===== src/hw/img_macros.svh =====
`ifndef IMG_MACROS_SVH
`define IMG_MACROS_SVH

// Visible frame, shrunk so that a whole frame fits in a short simulation
`define FRAME_WIDTH 32
`define FRAME_HEIGHT 24

`define H_FRONT 4 // Horizontal blanking in pixel clocks
`define H_SYNC 4
`define H_BACK 8
`define V_FRONT 1 // Vertical blanking in lines
`define V_SYNC 2
`define V_BACK 2

`define H_TOTAL (`FRAME_WIDTH + `H_FRONT + `H_SYNC + `H_BACK)
`define V_TOTAL (`FRAME_HEIGHT + `V_FRONT + `V_SYNC + `V_BACK)
`define COUNT_BITS 10 // Width of the raster counters

`define BANK_ADDR_BITS 8 // Words per bank are 2**BANK_ADDR_BITS
`define BANK_SEL_BITS 2
`define BANK_COUNT 3 // Indices at or above this are unpopulated
`define PIX_ADDR_BITS (`BANK_SEL_BITS + `BANK_ADDR_BITS)

`define SRC_WIDTH 8 // Grey-scale source pixel
`define RES_WIDTH 18 // Signed filter sum
`define PIPE_DEPTH 2 // Raster position to pixel, in cycles

`endif


===== src/hw/imgPkg.sv =====
`include "img_macros.svh"

package imgPkg;

	// The kernel selection doubles as the view mode
	// Only viewSource shows the raw image, the others all show the result banks
	typedef enum logic [1:0] {
		viewSource = 2'd0,
		viewSmooth = 2'd1,
		viewEdge = 2'd2,
		viewSharpen = 2'd3
	} viewMode_e;

	// One host operation per cycle
	// A read needs no strobe, the address alone is enough
	typedef struct packed {
		logic writeEnable; // Write strobe, sampled on the rising edge
		logic [`PIX_ADDR_BITS-1:0] address; // Bank index in the upper bits
		logic signed [`RES_WIDTH-1:0] writeData; // Source banks only keep the low byte
	} hostReq_t;

	// Where the scanner is right now
	typedef struct packed {
		logic [`COUNT_BITS-1:0] hcount; // Column, counts through blanking too
		logic [`COUNT_BITS-1:0] vcount; // Line, counts through blanking too
		logic active; // Inside the visible window
	} rasterPos_t;

endpackage


===== src/hw/vgaTiming.sv =====
`timescale 1ns/1ps
`include "img_macros.svh"

module vgaTiming (
	input logic clk,
	input logic rstN,
	output imgPkg::rasterPos_t pos,
	output logic hsync,
	output logic vsync
);

	logic [`COUNT_BITS-1:0] hCnt; // Free-running column counter
	logic [`COUNT_BITS-1:0] vCnt; // Free-running line counter
	logic hVisible;
	logic vVisible;
	logic hSyncWin;
	logic vSyncWin;
	logic lineEnd;
	logic frameEnd;

	// Visible area comes first in each line, then front porch, sync and back porch
	always_comb begin
		hVisible = hCnt < `FRAME_WIDTH;
		vVisible = vCnt < `FRAME_HEIGHT;
		hSyncWin = (hCnt >= `FRAME_WIDTH + `H_FRONT)
			&& (hCnt < `FRAME_WIDTH + `H_FRONT + `H_SYNC);
		vSyncWin = (vCnt >= `FRAME_HEIGHT + `V_FRONT)
			&& (vCnt < `FRAME_HEIGHT + `V_FRONT + `V_SYNC);
		lineEnd = hCnt == `H_TOTAL - 1;
		frameEnd = vCnt == `V_TOTAL - 1;
	end

	// Outputs are the counts of the previous cycle, so pixel (0,0) shows right after reset
	always_ff @(posedge clk) begin
		if (!rstN) begin
			hCnt <= '0;
			vCnt <= '0;
			pos <= '0;
			hsync <= 1'b1; // Syncs are active low
			vsync <= 1'b1;
		end else begin
			pos.hcount <= hCnt;
			pos.vcount <= vCnt;
			pos.active <= hVisible && vVisible;
			hsync <= !hSyncWin;
			vsync <= !vSyncWin;

			if (lineEnd) begin
				hCnt <= '0;
				// Line counter only moves when a line wraps
				if (frameEnd) begin
					vCnt <= '0;
				end else begin
					vCnt <= vCnt + 1'b1;
				end
			end else begin
				hCnt <= hCnt + 1'b1;
			end
		end
	end

endmodule

===== config.mk =====
export PLATFORM = sky130hd
export DESIGN_NAME = vgaTiming
export DESIGN_NICKNAME = d
export VERILOG_FILES = /design/src/hw/imgPkg.sv /design/src/hw/vgaTiming.sv
export VERILOG_INCLUDE_DIRS = /design/src /design/src/hw
export SDC_FILE = /design/constraint.sdc
export NUM_CORES = 1
export LEC_CHECK = 0
export ABC_AREA = 1
export BUFFER_PORTS_ARGS = -buffer_cell sky130_fd_sc_hd__buf_4
export CAP_MARGIN = 25
export CORE_ASPECT_RATIO = 1.1
export CORE_MARGIN = 3
export CORE_UTILIZATION = 35
export DETAILED_ROUTE_END_ITERATION = 12
export PLACE_DENSITY_LB_ADDON = 0.08
export SETUP_SLACK_MARGIN = 0.1
export SYNTH_ARGS = -nofsm -noshare
export SYNTH_HDL_FRONTEND = slang
export SYNTH_SLANG_ARGS = --single-unit

===== constraint.sdc =====
create_clock -name clk -period 2.35 [get_ports clk]
set_input_delay 0.3525 -clock clk [delete_from_list [all_inputs] [get_ports clk]]
set_output_delay 0.3525 -clock clk [all_outputs]
set_load 0.005 [all_outputs]

==> summary.md, run 1 <==
| Metric | Value |
|---|---|
| Post-CTS setup buffer count | 0 |
| F_max | 666.4 MHz |
| # setup viols final | 0 |
| Most common cell on crit path | nand2_1 |
| Reg-to-reg endpoint | vCnt[6] |
| Commonest non-fill, non-tap cell in the layout | nand2_1 |
| Cell variety after synth | 25 |
| Htree depth | 2 |
| Unrepaired setup endpoints after global routing | false |
| Ports | 25 |
| Grt total ovfl | 0 |
| Clock sink count | 43 |
| Lkg Pwr | 1.033 nW |
| WHS Endpoint | pos[16] |
| Placeable Area | 4782 sq um |
| Vias | 1,418 |
| R2R setup slack | 0.85 ns |
| Fillers | 501 |
| Layout cells sized above 1 | 17.60% |
| Fin crit share | 63.86% |
| Final GP Congestion | 0.7571 |
| Slew HR | 78.06% |
| Mapped Nets | 246 |
| Setup WS post-layout | 0.8494 ns |
| Ant. Diodes | 0 |
| Peak VDD IR | 358.3 uV |
| Final Net Count | 273 |
| Crit path largest cell delay | 0.40 ns |
| Post-DP HPWL | 2373 microns |
| Max Clock Skew | 0.009319 ns |
| Critical path, cell by cell | ha_1 -> nand2_1 -> clkinv_1 -> nand2_2 -> nor2_4 -> nand3_1 -> nand2_1 -> nor2_2 |
| Required time worst endpoint | 2.54 ns |
| Root Buffer | clkbuf_8 |
| Routed Antenna Nets | 0 |
| WL final | 3304 microns |
| TritonCTS buffer count | 5 |
| Setup TNS | 0 ns |
| Hold crit path type | input port to register |
| Setup WS pre-CTS | 0.8710 ns |
| Die Area | 5992 sq um |
| Synthesized instance count | 239 |
| Clk slew on worst S/H paths | 0.09 ns |
| First-pass GRT wire length | 5747 microns |
| Area grow syn2layout | 18.23% |
| PortBufs | 24 |
| EDFF count, synth | 0 |
| Routed WL per cell | 10.23 microns |
| HP Start | rstN |
| Crit path max fanout | 14 |
| Largest net degree at the start of global routing | 26 |
| Sequential-to-total area share from yosys stat | 48.25% |
| Hold depth | 3 |
| Post-CTS Resized | 0 |
| Kind of critical path | register to register |
| Row count | 26 |
| Die H | 80.89 microns |
| Overall global routing resource usage | 12.73% |
| Final Hold Fails | 0 |
| CTS hold repair buffers | 0 |
| Worst-Margin Slew | 0.3283 ns |
| Most used flip-flop cell after synthesis | dfxtp_1 |
| Max-Cap Viols | 0 |
| Starting density of the core | 37.31% |
| Vias in the first global route | 1,304 |
| Antenna violations before repair | 0 |
| DR pass1 iterations | 4 |
| CP Capture Type | register |
| Most frequent cells in the layout | nand2_1, dfxtp_1, inv_1, nor2_1, buf_4 |
| Syn. warnings | 0 |
| Clk_lat worst skew | 0.30 ns |
| Syn_area_per_cell | 7.465 sq um |
| Residual DRC count | 0 |
| Min Tclk post-route | 1.501 ns |
| Status | finished, final reports clean |
| Final Max Tran Viols | 0 |
| Clock Path Buffers | 2 |
| Mapped cell area | 1784 sq um |
| Synthesis-stage register bit count | 43 |
| DRT iter0 DRCs | 62 |
| Vias per inst | 4.390 |
| Critical register-to-register path startpoint | hCnt[0] |
| Power per cell area | 603.3 nW/um^2 |
| Async SR Flop Fraction | 0% |
| Crit-path slowest cell | dfxtp_1 |
| Worst path arrival time | 1.69 ns |
| Worst r2r path cells | 8 |
| TritonCTS clock tree | yes |
| DIE WIDTH | 74.08 microns |
| CP startpoint kind | register |
[kinds of logic (layout without fill, tap and decap cells)]
group / after synthesis / count (layout) / synth area share [%]
AOI/OAI and AO/OA: 8 / 8 / 2.595
DFF: 43 / 43 / 48.25
adders and majority gates: 5 / 5 / 3.506
xor gates and xnor gates: 3 / 3 / 1.473
buffers and inverters: 48 / 76 / 10.59
and+or+nand+nor: 132 / 132 / 33.59
[routing by layer]
layer / track usage, % / up-vias / wire length [microns]
met5: 0 / - / 0
met4: 6.522 / 0 / 75
met3: 3.713 / 8 / 122
met2: 22.52 / 16 / 1641
met1: 13.53 / 626 / 1464
li1: - / 768 / -
[worst max-delay path: cells and delay by family (launching register included)]
family	cells	cell delay [ns]
buffers and inverters	1	0.07
adders and majority gates	1	0.20
and+or+nand+nor	6	0.72
DFF	1	0.40
[metrics by stage]
stage / cells / area, sq um / hold slack [ns] / total power, mW / utilization (%)
after floorplan: 239 / 1784 / 0.4337 / 0.7778 / -
after global placement: 315 / 2011 / 0.4521 / 0.7905 / 42.05
after detailed placement: 315 / 2011 / 0.4635 / 0.7906 / 42.05
after CTS: 323 / 2110 / 0.4142 / 1.300 / 44.11
after global routing: 323 / 2110 / 0.4278 / 1.336 / 44.11
final: 323 / 2110 / 0.4271 / 1.273 / 44.11
[state kept, by name (all words and copies together) (netlist names)]
signal / count
hCnt: 10
hsync: 1
pos: 21
vCnt: 10
vsync: 1
[power by group]
part	total (mW)	leakage [nW]	switching, mW	internal (mW)
sequential	0.741	0.348	0.00547	0.736
clock	0.500	0.0474	0.260	0.240
combinational	0.0312	0.638	0.0202	0.0111
total	1.27	1.03	0.286	0.987
[area by class of cell]
class | instances | area (sq um) | share of cell area [%]
Clock buffer | 6 | 82.58 | 3.915
Clock inverter | 2 | 16.27 | 0.7711
Inverter | 44 | 165.2 | 7.829
Tap cell | 56 | 70.07 | 3.321
Sequential cell | 43 | 860.8 | 40.81
Multi-Input combinational cell | 148 | 734.5 | 34.82
Timing Repair Buffer | 24 | 180.2 | 8.541
[worst max path at each step]
stage | startpoint | endpoint | cells past startpoint
6_report | hCnt[0] | vCnt[6] | 8
5_1_grt | hCnt[0] | hCnt[5] | 6
4_1_cts | hCnt[0] | vCnt[6] | 8
3_5_place_dp | hCnt[0] | vCnt[6] | 8
3_3_place_gp | hCnt[0] | vCnt[6] | 8
2_1_floorplan | hCnt[0] | vCnt[6] | 9
[synthesized netlist by cell type, types with 2 or more instances]
library cell	instances	area share (%)
nand3_1	11	3.1
nand2_1	73	15
nand3b_1	4	1.7
clkbuf_1	2	0.42
dfxtp_1	43	48
inv_2	2	0.42
a21oi_1	6	1.7
nor2_1	24	5.0
nor2_4	4	2.5
inv_1	40	8.4
clkinv_1	2	0.42
xor2_1	2	0.98
nand2_2	2	0.70
ha_1	5	3.5
nor2_2	4	1.4
nor3_1	4	1.1
nand4_1	3	1.1
Power figures use the tool's default switching activity.
==> inputs of run 2 (changes only) <==
ABC_AREA = 0   (was 1)
clock period = 1.27 ns   (was 2.35 ns; I/O delays follow)
==> run 2 against run 1 <==
  * The run now ends with negative setup slack left
  * Clock power grew 62%
  * Global-route usage up 2.0 points
  * Critical path depth is 3 lower
  * Non-clock buffer count rose by 40
  * Worst hold slack got worse by 0.12 ns
  * Routed wire length rose by 13%
  * Register-to-register slack got worse by 1.5 ns
  * Clock-buffer cell count up 1
  * Total power is 79% higher
  * Highest routed layer unchanged
==> summary.md, run 2 <==
| Metric | Value |
|---|---|
| Vias in the first global route | 1,438 (was 1,304) |
| Layout cells sized above 1 | 41.81% (was 17.60%) |
| Peak VDD IR | 554.5 uV (was 358.3 uV) |
| Most frequent cells in the layout | buf_4, dfxtp_1, and2_1, nor2_1, xnor2_1 (was nand2_1, dfxtp_1, inv_1, nor2_1, buf_4) |
| WL final | 3726 microns (was 3304 microns) |
| Routed WL per cell | 13.03 microns (was 10.23 microns) |
| Sequential-to-total area share from yosys stat | 52.52% (was 48.25%) |
| Worst r2r path cells | 5 (was 8) |
| Cell variety after synth | 29 (was 25) |
| Slew HR | 76.53% (was 78.06%) |
| Mapped Nets | 173 (was 246) |
| DR pass1 iterations | 4 (unchanged) |
| Min Tclk post-route | 1.931 ns (was 1.501 ns) |
| Syn_area_per_cell | 9.874 sq um (was 7.465 sq um) |
| Pint | 1.795 mW (was 986.7 uW) |
| Crit path max fanout | 5 (was 14) |
| Ports | 25 (unchanged) |
| Final GP Congestion | 0.8118 (was 0.7571) |
| CP Capture Type | register (unchanged) |
| Final Core Density | 54.30% (was 44.11%) |
| Synth area leader | dfxtp_1 (unchanged) |
| Unrepaired setup endpoints after global routing | true (was false) |
| # setup viols final | 19 (was 0) |
| First-pass GRT wire length | 6479 microns (was 5747 microns) |
| Grt total ovfl | 0 (unchanged) |
| Residual DRC count | 0 (unchanged) |
| Hold depth | 3 (unchanged) |
| Kind of critical path | register to register (unchanged) |
| Count leader, synth | dfxtp_1 (was nand2_1) |
| Max Clock Skew | 0.003796 ns (was 0.009319 ns) |
| Post-Place Cells | 273 (was 315) |
| Synthesized instance count | 166 (was 239) |
| Lkg Pwr | 1.005 nW (was 1.033 nW) |
| Commonest non-fill, non-tap cell in the layout | buf_4 (was nand2_1) |
| Htree depth | 2 (unchanged) |
| Worst path arrival time | 2.12 ns (was 1.69 ns) |
| Overall global routing resource usage | 14.70% (was 12.73%) |
| Failing checks | negative setup slack |
| TritonCTS clock tree | yes (unchanged) |
| HP Start | rstN (unchanged) |
| Synthesis-stage register bit count | 43 (unchanged) |
| Vias | 1,378 (was 1,418) |
| Die Area | 5541 sq um (was 5992 sq um) |
| F_max | 517.8 MHz (was 666.4 MHz) |
| Hold crit path type | input port to register (unchanged) |
| Mapped cell area | 1639 sq um (was 1784 sq um) |
| Clock Path Buffers | 2 (unchanged) |
| Biggest registers after layout | pos (21), hCnt (10), vCnt (10) (unchanged) |
| Vias per inst | 4.818 (was 4.390) |
| Status | complete, but fails checks (was finished, final reports clean) |
| Syn. warnings | 0 (unchanged) |
| Final Hold Fails | 0 (unchanged) |
| Clock group share of total power | 35.6% (was 39.3%) |
| Final cell count without fillers | 286 (was 323) |
| Required time worst endpoint | 1.46 ns (was 2.54 ns) |
| Async SR Flop Fraction | 0% (unchanged) |
| Worst-Margin Slew | 0.3489 ns (was 0.3283 ns) |
| DRT iter0 DRCs | 32 (was 62) |
| Clk_lat worst skew | 0.29 ns (was 0.30 ns) |
| Largest net degree at the start of global routing | 29 (was 26) |
| Max-Cap Viols | 0 (unchanged) |
| Starting density of the core | 37.16% (was 37.31%) |
| Max reg flops | 21 (unchanged) |
| Post-DP HPWL | 2575 microns (was 2373 microns) |
| CP startpoint kind | register (unchanged) |
| WHS Endpoint | hCnt[0] (was pos[16]) |
| Die H | 77.78 microns (was 80.89 microns) |
| Sequential share of power | 60.2% (was 58.2%) |
| Routed Antenna Nets | 0 (unchanged) |
| Most used flip-flop cell after synthesis | dfxtp_1 (unchanged) |
| DP Area | 2143 sq um (was 2011 sq um) |
| Critical register-to-register path startpoint | hCnt[7] (was hCnt[0]) |
| Antenna violations before repair | 0 (unchanged) |
| Synth cell count leaders | dfxtp_1, and2_1, nor2_1 (was nand2_1, dfxtp_1, inv_1) |
| Placeable Area | 4410 sq um (was 4782 sq um) |
| Row count | 25 (was 26) |
| Fin crit share | 152.1% (was 63.86%) |
| Clock sink count | 43 (unchanged) |
| Post-route cell area | 2395 sq um (was 2110 sq um) |
| Power per cell area | 952.4 nW/um^2 (was 603.3 nW/um^2) |
| Top post-synthesis cells by area | dfxtp_1, and2_1, xnor2_1 (was dfxtp_1, nand2_1, inv_1) |
| TritonCTS buffer count | 5 (unchanged) |
| R2R setup slack | -0.66 ns (was 0.85 ns) |
| EDFF count, synth | 0 (unchanged) |
| PortBufs | 24 (unchanged) |
| Ant. Diodes | 0 (unchanged) |
| Final Net Count | 238 (was 273) |
| Setup WS post-layout | -0.6612 ns (was 0.8494 ns) |
| Clk slew on worst S/H paths | 0.07 ns (was 0.09 ns) |
| Reg-to-reg endpoint | vCnt[4] (was vCnt[6]) |
| Root Buffer | clkbuf_8 (unchanged) |
| Top reg by flops | pos (unchanged) |
| Final Max Tran Viols | 0 (unchanged) |
| Switching portion of total power | 21.27% (was 22.47%) |
| Comb power frac | 4.2% (was 2.5%) |
| Switch Pwr | 485.2 uW (was 285.9 uW) |
| Area grow syn2layout | 46.11% (was 18.23%) |
| Post-synth top area share | 52.52% (was 48.25%) |
| Setup TNS | -10.71 ns (was 0 ns) |
| DIE WIDTH | 71.25 microns (was 74.08 microns) |
run 2: cell types whose count changed after synthesis, moves of 4 or more:
cell | before | now
inv_1 | 40 | 7
nor2_2 | 4 | 0
nor2_4 | 4 | 0
and2_1 | 0 | 22
nand2_1 | 73 | 10
nand3_1 | 11 | 7
nor4_1 | 0 | 6
nor2_1 | 24 | 16
a21oi_1 | 6 | 2
xnor2_1 | 1 | 10
run 2: kinds of logic after synthesis:
family	synth area share [%]
adders and majority gates	3.817
and+or+nand+nor	28.02
AOI/OAI and AO/OA	4.428
buffers and inverters	3.130
muxes	0.6107
DFF	52.52
xor gates and xnor gates	7.480
run 2: what timing repair did:
action / in CTS / in global routing
setup buffers: 3 / 2
hold buffers: 0 / 0
gates resized for setup: 24 / 8
cloned: 1 / 0
setup endpoints to repair: 22 / 22
pin swaps: 12 / 5
run 2: metrics by stage:
| step | setup WS (ns) | hold slack (ns) | total power [mW] |
|---|---|---|---|
| 5_1_grt | -0.7234 | 0.3227 | 2.388 |
| 4_1_cts | -0.6517 | 0.3064 | 2.319 |
| 2_1_floorplan | -0.8554 | 0.4450 | 1.446 |
| 6_report | -0.6612 | 0.3039 | 2.281 |
| 3_3_place_gp | -0.8267 | 0.5222 | 1.484 |
| 3_5_place_dp | -0.8251 | 0.5414 | 1.488 |
run 2: cell type report:
type,count,area (sq um)
Clock inverter,1,5.005
Multi-Input combinational cell,110,850.8
Inverter,7,26.28
Fill cell,396,2016
Timing Repair Buffer,64,499.2
Clock buffer,7,76.32
Sequential cell,43,869.6
Tap cell,54,67.56
run 2: worst max-delay path by stage:
stage / start / endpoint / slack, ns
floorplan: hCnt[9] / vCnt[8] / -0.86
global placement: hCnt[9] / vCnt[7] / -0.83
detailed placement: hCnt[9] / vCnt[7] / -0.83
CTS: hCnt[7] / vCnt[0] / -0.65
global route: hCnt[7] / vCnt[5] / -0.72
finish: hCnt[7] / vCnt[4] / -0.66
run 2: layer usage:
layer | global-route usage [%] | vias to the layer above | wire [microns]
met1 | 15.43 | 664 | 1444
li1 | - | 682 | -
met5 | 0 | - | 0
met4 | 6.015 | 0 | 83
met3 | 4.016 | 9 | 143
met2 | 27.02 | 23 | 2054
run 2: power by group through the flow:
stage / Sequential (mW) / Combinational (mW) / Clock [mW]
floorplan: 1.41 / 0.0371 / 0
finish: 1.37 / 0.0968 / 0.812
CTS: 1.37 / 0.0960 / 0.850
global placement: 1.40 / 0.0814 / 0
detailed placement: 1.40 / 0.0838 / 0
global route: 1.37 / 0.107 / 0.906
run 2: worst max-delay path, stage by stage (launching register included):
cell and delay [ns]:
dfxtp_2 0.32, or4_4 0.57, or3_4 0.40, o41ai_4 0.28, buf_4 0.21, nor2_1 0.05
==> inputs of run 3 (changes only) <==
BUFFER_PORTS_ARGS = -buffer_cell sky130_fd_sc_hd__buf_2   (was -buffer_cell sky130_fd_sc_hd__buf_4)
==> run 3 against run 2 <==
  * The flow still finishes with violations (negative setup slack)
  * Routed wire length down 4.8%
  * Non-clock buffer count unchanged
  * Final cell count down 0.70%
  * Utilization decreased by 1.8 points
  * Clock-buffer cell count decreased by 1
  * Critical path depth stayed put
  * Global-route usage decreased by 0.66 points
  * Largest cell class unchanged
  * Largest power group unchanged
==> summary.md, run 3 (synthesis gave the netlist of run 2 again) <==
| Metric | Value |
|---|---|
| Status | complete, but fails checks (unchanged) |
| Failing checks | negative setup slack (unchanged) |
| Kind of critical path | register to register (unchanged) |
| Ant. Diodes | 0 (unchanged) |
| Setup WS post-layout | -0.6745 ns (was -0.6612 ns) |
| Worst path arrival time | 2.13 ns (was 2.12 ns) |
| Final Max Tran Viols | 0 (unchanged) |
| Crit path to | vCnt[2] (was vCnt[4]) |
| Commonest non-fill, non-tap cell in the layout | dfxtp_1 (was buf_4) |
| Power per cell area | 972.8 nW/um^2 (was 952.4 nW/um^2) |
| Die Area | 5541 sq um (unchanged) |
| Slew HR | 76.67% (was 76.53%) |
| Residual DRC count | 0 (unchanged) |
| DRT iter0 DRCs | 101 (was 32) |
| Most frequent cells in the layout | dfxtp_1, buf_4, buf_2, and2_1, nor2_1 (was buf_4, dfxtp_1, and2_1, nor2_1, xnor2_1) |
| Top reg by flops | pos (unchanged) |
| Switching portion of total power | 21.16% (was 21.27%) |
| Die H | 77.78 microns (unchanged) |
| Crit-path slowest cell | or4_4 (unchanged) |
| Max reg flops | 21 (unchanged) |
| # setup viols final | 19 (unchanged) |
| Post-DP HPWL | 2508 microns (was 2575 microns) |
| Crit path max fanout | 5 (unchanged) |
| Reg-to-reg endpoint | vCnt[2] (was vCnt[4]) |
| First-pass GRT wire length | 6120 microns (was 6479 microns) |
| Required time worst endpoint | 1.46 ns (about the same) |
| Switch Pwr | 476.2 uW (was 485.2 uW) |
| Placeable Area | 4410 sq um (unchanged) |
| TritonCTS clock tree | yes (unchanged) |
| F_max | 514.3 MHz (was 517.8 MHz) |
| Starting density of the core | 37.16% (unchanged) |
| CP Depth | 5 (unchanged) |
| Pwr Total | 2.251 mW (was 2.281 mW) |
| HP Start | rstN (unchanged) |
| Comb power frac | 4.3% (was 4.2%) |
| Critical path, cell by cell | or4_4 -> or3_4 -> o41ai_4 -> buf_4 -> nor2_1 (unchanged) |
| Clk_lat worst skew | 0.30 ns (was 0.29 ns) |
| Grt total ovfl | 0 (unchanged) |
| R2R setup slack | -0.67 ns (was -0.66 ns) |
| Fin crit share | 153.1% (was 152.1%) |
| DP Area | 2076 sq um (was 2143 sq um) |
| Fillers | 408 (was 396) |
| Max-Cap Viols | 0 (unchanged) |
| DR pass1 iterations | 4 (unchanged) |
| Lkg Pwr | 0.9763 nW (was 1.005 nW) |
| Crit-path leading delay family | simple AND/OR/NAND/NOR gates (unchanged) |
| Crit. Startpoint | hCnt[7] (unchanged) |
| Clk slew on worst S/H paths | 0.07 ns (about the same) |
| Final Hold Fails | 0 (unchanged) |
| Clock Path Buffers | 2 (unchanged) |
| DIE WIDTH | 71.25 microns (unchanged) |
| TritonCTS buffer count | 5 (unchanged) |
| Max Clock Skew | 0.009218 ns (was 0.003796 ns) |
| Root Buffer | clkbuf_8 (unchanged) |
| Final Core Density | 52.45% (was 54.30%) |
| Pint | 1.774 mW (was 1.795 mW) |
| WL final | 3547 microns (was 3726 microns) |
| Final GP Congestion | 0.8084 (was 0.8118) |
| Largest net degree at the start of global routing | 16 (was 29) |
| Vias per inst | 4.708 (was 4.818) |
| CTS hold repair buffers | 0 (unchanged) |
| Routed WL per cell | 12.49 microns (was 13.03 microns) |
| Row count | 25 (unchanged) |
| Post-route cell area | 2313 sq um (was 2395 sq um) |
| Peak VDD IR | 540.2 uV (was 554.5 uV) |
| Final Net Count | 238 (unchanged) |
| Buf/Inv on CP | 1 (unchanged) |
| Routed Antenna Nets | 0 (unchanged) |
| Htree depth | 2 (unchanged) |
| Biggest registers after layout | pos (21), hCnt (10), vCnt (10) (unchanged) |
| Critical register-to-register path startpoint | hCnt[7] (unchanged) |
| PortBufs | 24 (unchanged) |
| Clock group share of total power | 34.8% (was 35.6%) |
| Worst-Margin Slew | 0.3500 ns (was 0.3489 ns) |
| Sequential share of power | 60.8% (was 60.2%) |
| CP startpoint kind | register (unchanged) |
| CP Capture Type | register (unchanged) |
| Area grow syn2layout | 41.15% (was 46.11%) |
| Setup TNS | -10.97 ns (was -10.71 ns) |
| Clock sink count | 43 (unchanged) |
| Vias | 1,337 (was 1,378) |
| Antenna violations before repair | 0 (unchanged) |
| Crit path largest cell delay | 0.57 ns (about the same) |
| Ports | 25 (unchanged) |
| Layout cells sized above 1 | 42.17% (was 41.81%) |
| Vias in the first global route | 1,362 (was 1,438) |
| Min Tclk post-route | 1.944 ns (was 1.931 ns) |
| Unrepaired setup endpoints after global routing | true (unchanged) |
| Worst r2r path cells | 5 (unchanged) |
| Overall global routing resource usage | 14.04% (was 14.70%) |
| Hold crit path type | input port to register (unchanged) |
## run 3: cell count changes in the layout (fill, tap and decap cells not counted), sizes merged
cell and delta:
clkbuf -1, clkinv -1
## run 3: worst min-delay path by stage
stage | to | slack (ns) | depth (start not counted)
after floorplan | hsync | 0.44 | 1
after global placement | pos[2] | 0.47 | 1
after detailed placement | pos[2] | 0.47 | 1
after CTS | vCnt[1] | 0.31 | 2
after global routing | hCnt[9] | 0.34 | 3
final | hCnt[0] | 0.32 | 3
## run 3: cell type report
class	count	area [sq um]	share of cell area [%]
Inverter	7	26.28	1.136
Timing Repair Buffer	64	435.4	18.82
Multi-Input combinational cell	110	842.1	36.40
Sequential cell	43	869.6	37.59
Tap cell	54	67.56	2.920
Clock buffer	6	72.57	3.137
## run 3: tightest hold or removal path, stage by stage
cell and delay [ns]:
buf_2 0.22, nand2_8 0.12, nor2_1 0.04
## run 3: what timing repair did
item                                    in CTS  in global routing
endpoints found under the setup margin      22                 22
resized for setup                           16                 14
gates cloned                                 1                  0
pin swaps                                   14                  3
buffers inserted                             2                  3
## run 3: power groups by stage
stage	registers (mW)	logic (mW)	clock network, mW
global placement	1.40	0.0833	0
detailed placement	1.40	0.0848	0
CTS	1.37	0.0962	0.813
global route	1.37	0.109	0.882
finish	1.37	0.0975	0.784
floorplan	1.41	0.0371	0
## run 3: per-stage QoR
step | setup WS [ns] | std cells | hold slack [ns]
5_1_grt | -0.7232 | 284 | 0.3432
3_3_place_gp | -0.8182 | 272 | 0.4671
6_report | -0.6745 | 284 | 0.3180
4_1_cts | -0.6443 | 281 | 0.3126
2_1_floorplan | -0.8554 | 166 | 0.4450
3_5_place_dp | -0.8384 | 272 | 0.4725
## run 3: per-layer routing
| metal | share of wire (%) | global-route usage [%] |
|---|---|---|
| met2 | 53 | 25.37 |
| met5 | 0 | 0 |
| met4 | 1.4 | 5.075 |
| met1 | 42 | 15.13 |
| met3 | 3.6 | 4.275 |
